==> src/rv_pkg.sv <==
// Shared types and encodings for the RV32I subset core.
package rv_pkg;

  // Word widths used across the core.
  typedef logic [31:0] xlen_t;    // Register or data word.
  typedef logic [31:0] inst_t;    // Raw instruction word.
  typedef logic [4:0]  reg_idx_t; // Register index, x0..x31.
  typedef logic [31:0] pc_t;      // Instruction address.

  // Major opcodes, inst[6:0].
  localparam logic [6:0] OPC_LUI    = 7'b0110111;
  localparam logic [6:0] OPC_AUIPC  = 7'b0010111;
  localparam logic [6:0] OPC_OP_IMM = 7'b0010011;
  localparam logic [6:0] OPC_OP     = 7'b0110011;
  localparam logic [6:0] OPC_SYSTEM = 7'b1110011;

  // funct3 values shared by OP and OP-IMM.
  localparam logic [2:0] F3_ADD = 3'b000; // Also sub, told apart by funct7.
  localparam logic [2:0] F3_SLT = 3'b010;
  localparam logic [2:0] F3_XOR = 3'b100;
  localparam logic [2:0] F3_OR  = 3'b110;
  localparam logic [2:0] F3_AND = 3'b111;

  // funct7 for sub; add and the logic ops use all zeros.
  localparam logic [6:0] F7_SUB = 7'b0100000;

  // The one SYSTEM encoding that is accepted.
  localparam inst_t INST_EBREAK = 32'h0010_0073;

  // Program counter reset value and step.
  localparam pc_t PC_RESET = 32'h8000_0000;
  localparam pc_t PC_STEP  = 32'd4;

  // ALU operations.
  typedef enum logic [2:0] {
    ALU_ADD    = 3'd0,
    ALU_SUB    = 3'd1,
    ALU_AND    = 3'd2,
    ALU_OR     = 3'd3,
    ALU_XOR    = 3'd4,
    ALU_SLT    = 3'd5, // Signed compare, result is 0 or 1.
    ALU_PASS_B = 3'd6  // Operand 2 straight through, for lui.
  } alu_op_e;

endpackage

==> src/decode_if.sv <==
`timescale 1ns/1ps

// Decoded instruction bundle, decoder to execute unit.
interface decode_if import rv_pkg::*; ();

  reg_idx_t rd;        // Destination register.
  reg_idx_t rs1;       // Source register 1.
  reg_idx_t rs2;       // Source register 2.
  xlen_t    imm;       // Sign extended I or U immediate.
  alu_op_e  alu_op;    // Operation to apply.
  logic     use_imm;   // Operand 2 is imm, not rs2.
  logic     use_pc;    // Operand 1 is the pc, for auipc.
  logic     writes_rd; // Instruction has a register result.
  logic     is_ebreak; // Halt request.
  logic     illegal;   // Encoding outside the subset.

  // Decoder side.
  modport src (
    output rd, rs1, rs2, imm, alu_op,
    output use_imm, use_pc, writes_rd, is_ebreak, illegal
  );

  // Execute side.
  modport dst (
    input rd, rs1, rs2, imm, alu_op,
    input use_imm, use_pc, writes_rd, is_ebreak, illegal
  );

endinterface

==> src/rv_decoder.sv <==
`timescale 1ns/1ps

// Combinational decoder for the supported RV32I subset.
module rv_decoder import rv_pkg::*; (
  input  inst_t inst,
  decode_if.src dec
);

  logic [6:0] opcode;
  logic [2:0] funct3;
  logic [6:0] funct7;
  xlen_t      imm_i;
  xlen_t      imm_u;

  assign opcode = inst[6:0];
  assign funct3 = inst[14:12];
  assign funct7 = inst[31:25];

  assign imm_i = {{20{inst[31]}}, inst[31:20]}; // Sign extended 12 bits.
  assign imm_u = {inst[31:12], 12'b0};          // Upper 20 bits.

  // Register fields sit at fixed positions in every format.
  assign dec.rd  = inst[11:7];
  assign dec.rs1 = inst[19:15];
  assign dec.rs2 = inst[24:20];

  always_comb begin
    // Defaults describe an illegal instruction with no effect.
    dec.imm       = imm_i;
    dec.alu_op    = ALU_ADD;
    dec.use_imm   = 1'b0;
    dec.use_pc    = 1'b0;
    dec.writes_rd = 1'b0;
    dec.is_ebreak = 1'b0;
    dec.illegal   = 1'b1;

    case (opcode)
      OPC_LUI: begin
        dec.imm       = imm_u;
        dec.alu_op    = ALU_PASS_B;
        dec.use_imm   = 1'b1;
        dec.writes_rd = 1'b1;
        dec.illegal   = 1'b0;
      end
      OPC_AUIPC: begin
        dec.imm       = imm_u;
        dec.alu_op    = ALU_ADD;   // pc + imm.
        dec.use_imm   = 1'b1;
        dec.use_pc    = 1'b1;
        dec.writes_rd = 1'b1;
        dec.illegal   = 1'b0;
      end
      OPC_OP_IMM: begin
        dec.use_imm = 1'b1;
        case (funct3)
          F3_ADD:  dec.alu_op = ALU_ADD;
          F3_SLT:  dec.alu_op = ALU_SLT;
          F3_XOR:  dec.alu_op = ALU_XOR;
          F3_OR:   dec.alu_op = ALU_OR;
          F3_AND:  dec.alu_op = ALU_AND;
          default: dec.alu_op = ALU_ADD; // Shifts and sltiu fall here.
        endcase
        if (funct3 inside {F3_ADD, F3_SLT, F3_XOR, F3_OR, F3_AND}) begin
          dec.writes_rd = 1'b1;
          dec.illegal   = 1'b0;
        end
      end
      OPC_OP: begin
        if (funct7 == 7'b0) begin
          case (funct3)
            F3_ADD:  dec.alu_op = ALU_ADD;
            F3_SLT:  dec.alu_op = ALU_SLT;
            F3_XOR:  dec.alu_op = ALU_XOR;
            F3_OR:   dec.alu_op = ALU_OR;
            F3_AND:  dec.alu_op = ALU_AND;
            default: dec.alu_op = ALU_ADD;
          endcase
          if (funct3 inside {F3_ADD, F3_SLT, F3_XOR, F3_OR, F3_AND}) begin
            dec.writes_rd = 1'b1;
            dec.illegal   = 1'b0;
          end
        end else if (funct7 == F7_SUB && funct3 == F3_ADD) begin
          dec.alu_op    = ALU_SUB;
          dec.writes_rd = 1'b1;
          dec.illegal   = 1'b0;
        end
      end
      OPC_SYSTEM: begin
        // Only ebreak; ecall and CSR accesses stay illegal.
        if (inst == INST_EBREAK) begin
          dec.is_ebreak = 1'b1;
          dec.illegal   = 1'b0;
        end
      end
      default: ; // Keep the illegal defaults.
    endcase
  end

  // An illegal encoding must never reach the register file.
  always_comb begin
    assert (!(dec.illegal && dec.writes_rd))
      else $error("decoder flags illegal instruction %h as writing rd", inst);
  end

endmodule

==> src/reg_file.sv <==
`timescale 1ns/1ps

// 32 x 32 register file, x0 reads as zero.
module reg_file import rv_pkg::*; (
  input  logic     clk,
  input  logic     arst_n,
  input  reg_idx_t rs1,
  input  reg_idx_t rs2,
  input  reg_idx_t rd,
  input  logic     wen,
  input  xlen_t    wdata,
  output xlen_t    rdata_1,
  output xlen_t    rdata_2
);

  xlen_t regs [1:31]; // No storage behind x0.

  always_ff @(posedge clk or negedge arst_n) begin
    if (!arst_n) begin
      for (int i = 1; i < 32; i++) begin
        regs[i] <= '0;
      end
    end else if (wen && rd != '0) begin // Writes to x0 are dropped.
      regs[rd] <= wdata;
    end
  end

  // Combinational reads, so a write shows up on the next cycle's read.
  always_comb begin
    if (rs1 == '0) begin
      rdata_1 = '0;
    end else begin
      rdata_1 = regs[rs1];
    end
  end

  always_comb begin
    if (rs2 == '0) begin
      rdata_2 = '0;
    end else begin
      rdata_2 = regs[rs2];
    end
  end

  // x0 stays zero on both ports, even right after a write aimed at it.
  a_x0_reads_zero: assert property (
    @(posedge clk) disable iff (!arst_n)
      ((rs1 == '0) |-> (rdata_1 == '0)) and ((rs2 == '0) |-> (rdata_2 == '0))
  ) else $error("register file returned nonzero for x0");

endmodule

==> src/alu_exec.sv <==
`timescale 1ns/1ps

// Execute unit with operand select, ALU and write enable.
module alu_exec import rv_pkg::*; (
  decode_if.dst dec,
  input  xlen_t rdata_1,
  input  xlen_t rdata_2,
  input  pc_t   pc,
  input  logic  issue,
  output logic  wen,
  output xlen_t wdata
);

  xlen_t operand_1;
  xlen_t operand_2;
  xlen_t result;

  // auipc takes the pc in place of rs1.
  assign operand_1 = dec.use_pc ? pc : rdata_1;
  // Immediate forms take imm in place of rs2.
  assign operand_2 = dec.use_imm ? dec.imm : rdata_2;

  always_comb begin
    case (dec.alu_op)
      ALU_ADD:    result = operand_1 + operand_2;
      ALU_SUB:    result = operand_1 - operand_2;
      ALU_AND:    result = operand_1 & operand_2;
      ALU_OR:     result = operand_1 | operand_2;
      ALU_XOR:    result = operand_1 ^ operand_2;
      ALU_SLT: begin
        // Signed compare zero extended to a word.
        result = {31'b0, $signed(operand_1) < $signed(operand_2)};
      end
      ALU_PASS_B: result = operand_2;                // lui.
      default:    result = '0;
    endcase
  end

  // Only an issued instruction with a real destination writes.
  assign wen   = issue && dec.writes_rd && (dec.rd != '0);
  assign wdata = result;

endmodule

==> src/retire_unit.sv <==
`timescale 1ns/1ps

// PC, halt state and the registered retire report.
module retire_unit import rv_pkg::*; (
  input  logic     clk,
  input  logic     arst_n,
  input  logic     inst_valid,
  input  logic     is_ebreak,
  input  logic     illegal,
  input  logic     wen,
  input  reg_idx_t rd,
  input  xlen_t    wdata,
  output logic     issue,
  output pc_t      pc,
  output pc_t      next_pc,
  output logic     halted,
  output logic     retire_valid,
  output logic     retire_wen,
  output reg_idx_t retire_rd,
  output xlen_t    retire_data,
  output pc_t      retire_pc,
  output logic     illegal_seen
);

  // A strobe while halted is dropped.
  assign issue   = inst_valid && !halted;
  assign next_pc = pc + PC_STEP; // Every instruction steps by one word.

  always_ff @(posedge clk or negedge arst_n) begin
    if (!arst_n) begin
      pc           <= PC_RESET;
      halted       <= 1'b0;
      illegal_seen <= 1'b0;
      retire_valid <= 1'b0;
      retire_wen   <= 1'b0;
    end else begin
      retire_valid <= issue; // One cycle strobe after the issue cycle.
      retire_wen   <= wen;   // Already qualified by issue.
      if (issue) begin
        pc <= next_pc;
        if (is_ebreak) begin
          halted <= 1'b1;       // Held until reset.
        end
        if (illegal) begin
          illegal_seen <= 1'b1; // Sticky.
        end
      end
    end
  end

  // Report payload is only meaningful while retire_valid is high.
  always_ff @(posedge clk) begin
    if (issue) begin
      retire_rd   <= rd;
      retire_data <= wdata;
      retire_pc   <= pc;
    end
  end

  // A retire strobe follows an issue edge that stepped the pc it reports.
  a_retire_after_issue: assert property (
    @(posedge clk) disable iff (!arst_n)
      retire_valid |-> (pc == $past(pc) + PC_STEP) && (retire_pc == $past(pc))
  ) else $error("retire_valid without a preceding issue");

endmodule

==> src/core_top.sv <==
`timescale 1ns/1ps

// Single cycle RV32I subset core.
module core_top import rv_pkg::*; (
  input  logic     clk,
  input  logic     arst_n,
  input  logic     inst_valid,
  input  inst_t    inst,
  output pc_t      pc,
  output pc_t      next_pc,
  output logic     retire_valid,
  output logic     retire_wen,
  output reg_idx_t retire_rd,
  output xlen_t    retire_data,
  output pc_t      retire_pc,
  output logic     halted,
  output logic     illegal_seen
);

  xlen_t rdata_1;
  xlen_t rdata_2;
  logic  wen;
  xlen_t wdata;
  logic  issue;

  decode_if dec_if ();

  rv_decoder rv_decoder_inst (
    .inst (inst),
    .dec  (dec_if.src)
  );

  reg_file reg_file_inst (
    .clk     (clk),
    .arst_n  (arst_n),
    .rs1     (dec_if.rs1),
    .rs2     (dec_if.rs2),
    .rd      (dec_if.rd),
    .wen     (wen),
    .wdata   (wdata),
    .rdata_1 (rdata_1),
    .rdata_2 (rdata_2)
  );

  alu_exec alu_exec_inst (
    .dec     (dec_if.dst),
    .rdata_1 (rdata_1),
    .rdata_2 (rdata_2),
    .pc      (pc),
    .issue   (issue),
    .wen     (wen),
    .wdata   (wdata)
  );

  retire_unit retire_unit_inst (
    .clk          (clk),
    .arst_n       (arst_n),
    .inst_valid   (inst_valid),
    .is_ebreak    (dec_if.is_ebreak),
    .illegal      (dec_if.illegal),
    .wen          (wen),
    .rd           (dec_if.rd),
    .wdata        (wdata),
    .issue        (issue),
    .pc           (pc),
    .next_pc      (next_pc),
    .halted       (halted),
    .retire_valid (retire_valid),
    .retire_wen   (retire_wen),
    .retire_rd    (retire_rd),
    .retire_data  (retire_data),
    .retire_pc    (retire_pc),
    .illegal_seen (illegal_seen)
  );

endmodule

==> config.mk <==
export PLATFORM = sky130hd
export DESIGN_NAME = core_top
export DESIGN_NICKNAME = d
export VERILOG_FILES = /design/src/rv_pkg.sv /design/src/decode_if.sv /design/src/rv_decoder.sv /design/src/reg_file.sv /design/src/alu_exec.sv /design/src/retire_unit.sv /design/src/core_top.sv
export SDC_FILE = /design/constraint.sdc
export NUM_CORES = 2
export LEC_CHECK = 0
export ABC_CLOCK_PERIOD_IN_PS = 6650
export BUFFER_PORTS_ARGS = -buffer_cell sky130_fd_sc_hd__buf_2
export CELL_PAD_IN_SITES_DETAIL_PLACEMENT = 1
export CELL_PAD_IN_SITES_GLOBAL_PLACEMENT = 2
export CORE_MARGIN = 2
export CORE_UTILIZATION = 33
export CTS_CLUSTER_DIAMETER = 60
export DETAILED_ROUTE_END_ITERATION = 10
export PLACE_DENSITY_LB_ADDON = 0.1
export SLEW_MARGIN = 20
export SYNTH_ARGS = -nofsm -noshare
export SYNTH_HDL_FRONTEND = slang
export SYNTH_SLANG_ARGS = --single-unit
==> constraint.sdc <==
create_clock -name clk -period 6.65 [get_ports clk]
set_input_delay 1.33 -clock clk [delete_from_list [all_inputs] [get_ports clk]]
set_output_delay 1.33 -clock clk [all_outputs]
set_load 0.03 [all_outputs]
==> impl_results.md <==
- Antenna-violating nets left: 0
- Synth Cell Area: 0.0618 sq mm
- Overall power after layout: ~18 mW
- Via density per instance: 5.60
- Clk pwr share: 0.464
- Final number of max-transition violations: 0
- Final worst-path cycle share: 0.988
- Number of hold violations in the final report: 0
- Sequential Power Share: 0.396
- Wire length reported by the detailed router: 265,000 um
- Clock tree from TritonCTS: built
- Clock root buffer master: sky130_fd_sc_hd__clkbuf_16
- Class of the most critical setup path: in2reg
- Class of the tightest hold or removal check: in2async
- IR drop worst, VDD: around 0.28 mV
- Dominant combinational cell family by area after synthesis: multiplexers
- Most instantiated flip-flop cell in the synthesis netlist: sky130_fd_sc_hd__dfrtp_1
- Required time at the worst-slack endpoint: 7.21 ns
- Fraction of synthesized area in multiplexers: 0.217
- Starting density of the core: 0.333
- Vertical die dimension: 437 um
- Average wire length per cell after detail routing: about 30 um
- Wire length of the first global-routing pass: 386,000 um
- Layout cell share with drive strength beyond 1: 0.282
- Area delta synth->final: 21.7%
- Most common cell after layout, fill and taps aside: sky130_fd_sc_hd__dfrtp_1
- Pin count of the biggest net entering global routing: 138
- Minimum period implied by the final worst setup slack: 6.57 ns
- Leakage power: between 30 and 40 nW
- RSZ-0062 raised after global routing: no
- Relative max-transition margin: 0.200
- Nets@finish: 6,459
- Clk sinks: 1,093
- Part of the total power dissipated in combinational logic: 0.140
- Final Instance Count excl. Fillers: a little under 9k
- Clock latency at the later pin of the worst-skew pair: 0.83 ns
- Resized cells post-CTS: 0
- Critical Path Sink Type: flip-flop
- Area inside the core boundary: between 0.15 and 0.2 sq mm
- Number of global-route vias before repair: 52.4k
- Worst path max stage delay: 0.55 ns
- Cell with the biggest individual delay on the critical path: sky130_fd_sc_hd__mux4_2
- Number of top-level pins: between 150 and 200
- Placed cells: between 8k and 9k
- Die area: 0.191 sq mm
- Final routed DRC violation total: 0
- Maxcap violations: 0
- Max Fclk: 152 MHz
- Average cell area after synthesis: roughly 11 sq um
- Switching power share of the total: 0.286
- Violation count after the first detailed-route iteration: approximately 3.5k
- Grt ovf: 0
- Weighted congestion reported at the end of routability-driven placement: 0.918
- Detailed Routing Iterations Pass 1: 5
- Most used cells in the layout excluding fill and tap cells: 1,025 x sky130_fd_sc_hd__dfrtp_1, 889 x sky130_fd_sc_hd__nand2_1, 735 x sky130_fd_sc_hd__o21ai_0
- Number of vias in the routed layout: approximately 50k
- Flip-flop and latch count after synthesis: 1,093
- Setup TNS Final: 0 ns
- Warnings, synthesis: 0
- Number of input and output port buffers inserted: 165
- Unique masters post-synth: roughly 100
- Detailed-placement wirelength estimate: ~180,000 um
- Post-CTS setup buffers: 0
- Simple-gate share of the synthesized area: 0.112
- Worst clock skew: 0.0445 ns
- Share of the synthesized netlist area taken by xor and xnor gates: 0.0101
- Hold-fix buffers at CTS: 0
- Fraction of the mapped netlist area in adder cells: 0.0211
- Power density relative to cell area: 236 mW/mm^2
- CTS H-tree depth: 4
- Data arrival at the endpoint of the critical path: between 7 and 8 ns
- Seq/Total Area, Yosys: 0.448
- Startpoint kind of the worst setup timing path: input port
- Cell count after synthesis: between 5k and 6k
- Overall Global Routing Usage: 0.278
- Clock buffers created by TritonCTS: about 140
- Number of buffers on the longest clock path: 3
- Power Internal: around 13 mW
- P_sw: 5.07 mW
- Number of enable-type register cells in the synthesized netlist: 67
- Finish-stage setup viols: 0
- Clock edge transition at the registers on the reported setup and hold paths: 0.06 ns
- Antenna violations before repair: 8
- Fraction of the mapped netlist area in compound gates: 0.147
- Critical path peak fanout: 32
- Slew at the pin with the worst max-slew slack: between 1 and 1.5 ns
- Fraction of synthesis flops using an asynchronous set or reset pin: 0.939
- Critical Path, Cell by Cell: buf_8 > buf_12 > buf_4 > mux4_2 > mux4_2 > nand2_1 > o311ai_2 > o211ai_1 > inv_1 > ha_1 > or4_1 > o21ai_0 > o221ai_1 > a311oi_1 > buf_4 > a211o_1 > nand3_1 > nor2_2 > buf_12 > inv_1
- Number of placement rows: 158
- Worst hold slack after final layout: approximately 0.48 ns
- Die outline width: about 440 um
- Status: finished clean
-- stage by stage --
step,setup WS [ns],instance area [sq um],util
2_1_floorplan,-0.0353,61800,-
3_3_place_gp,-1.11,70200,0.378
3_5_place_dp,-0.707,70200,0.378
4_1_cts,0.174,75200,0.405
5_1_grt,0.0647,75200,0.405
6_report,0.0799,75200,0.405
-- critical path: cells and delay by family --
family / cells / cell delay, ns
mux: 2 / 1.02
simple gates: 4 / 1.22
fa+ha+maj: 1 / 0.48
buf+inv: 7 / 1.36
compound gates: 6 / 1.53
-- synthesized netlist by cell type (23+ instances only) --
cell type | instances | share of area
sky130_fd_sc_hd__mux4_2 | 539 | 0.20
sky130_fd_sc_hd__xnor2_1 | 40 | 0.0057
sky130_fd_sc_hd__ha_1 | 101 | 0.020
sky130_fd_sc_hd__a21o_1 | 36 | 0.0044
sky130_fd_sc_hd__a221oi_1 | 29 | 0.0041
sky130_fd_sc_hd__dfrtp_1 | 1025 | 0.42
sky130_fd_sc_hd__nor3_1 | 46 | 0.0037
sky130_fd_sc_hd__mux2_2 | 28 | 0.0051
sky130_fd_sc_hd__edfxtp_1 | 67 | 0.033
sky130_fd_sc_hd__buf_1 | 37 | 0.0022
sky130_fd_sc_hd__xor2_1 | 31 | 0.0044
sky130_fd_sc_hd__inv_1 | 131 | 0.0080
sky130_fd_sc_hd__o21ai_0 | 736 | 0.060
sky130_fd_sc_hd__nand2_1 | 906 | 0.055
sky130_fd_sc_hd__and2_1 | 23 | 0.0023
sky130_fd_sc_hd__a21oi_1 | 472 | 0.038
sky130_fd_sc_hd__o21ai_2 | 50 | 0.0071
sky130_fd_sc_hd__nor2_1 | 510 | 0.031
sky130_fd_sc_hd__mux2i_1 | 95 | 0.015
sky130_fd_sc_hd__nand3_1 | 45 | 0.0036
sky130_fd_sc_hd__buf_2 | 92 | 0.0075
sky130_fd_sc_hd__clkbuf_1 | 377 | 0.023
-- worst paths after layout --
check,startpoint,end,slack (ns),depth (start not counted)
worst max-delay path,inst[20],retire_unit_inst.retire_data[29]$_DFFE_PP_,0.08,20
worst min-delay path,arst_n,reg_file_inst.regs[246]$_DFFE_PN0P_,0.48,1
worst max register to register,reg_file_inst.regs[32]$_DFFE_PN0P_,retire_unit_inst.retire_data[26]$_DFFE_PP_,0.84,18
worst min register to register,retire_unit_inst.illegal_seen$_DFFE_PN0P_,retire_unit_inst.illegal_seen$_DFFE_PN0P_,0.48,1
max in group asynchronous,arst_n,reg_file_inst.regs[365]$_DFFE_PN0P_,4.45,3
min in group clk,retire_unit_inst.illegal_seen$_DFFE_PN0P_,retire_unit_inst.illegal_seen$_DFFE_PN0P_,0.48,1
-- registers in the layout (all words and copies together), names as in the netlist --
register	flops
retire_unit_inst.pc	30
retire_unit_inst.retire_wen	1
retire_unit_inst.retire_rd	5
retire_unit_inst.retire_valid	1
retire_unit_inst.halted	1
reg_file_inst.regs	992
retire_unit_inst.retire_pc	30
retire_unit_inst.retire_data	32
retire_unit_inst.illegal_seen	1
-- metal layers --
metal | vias to the layer above | track usage | part of all wire | wire (um)
li1 | 22100 | - | - | -
met3 | 357 | 0.0327 | 0.040 | 10500
met4 | 2 | 0.0964 | 0.036 | 9570
met1 | 26400 | 0.373 | 0.44 | 116000
met5 | - | 0 | 0.000049 | 13
met2 | 1133 | 0.467 | 0.49 | 129000
-- area by class of cell --
class                           instances  area (sq um)
Tap cell                             2480          3100
Clock buffer                          195          4070
Sequential cell                      1093         27700
Fill cell                           20200        110000
Timing Repair Buffer                  855          7220
Multi-Input combinational cell       4093         31700
Clock inverter                         67           927
Inverter                              134           510
Antenna cell                            4          10.0
-- cell families after synthesis --
group / after synthesis
other: 1
AND/OR/NAND/NOR: 1674
buffers and inverters: 666
XOR/XNOR: 71
flip-flops: 1093
AO/OA/AOI/OAI: 1577
multiplexers: 662
adder cells (fa/ha/maj): 103
-- power by group through the flow --
stage	registers, mW	clock network [mW]	logic, mW
detailed placement	7.13	0	2.50
finish	7.01	8.23	2.48
global route	7.02	8.67	2.64
floorplan	7.18	0	1.12
CTS	7.01	8.43	2.51
global placement	7.12	0	2.48
No activity file was read; power rests on OpenSTA's default activity.
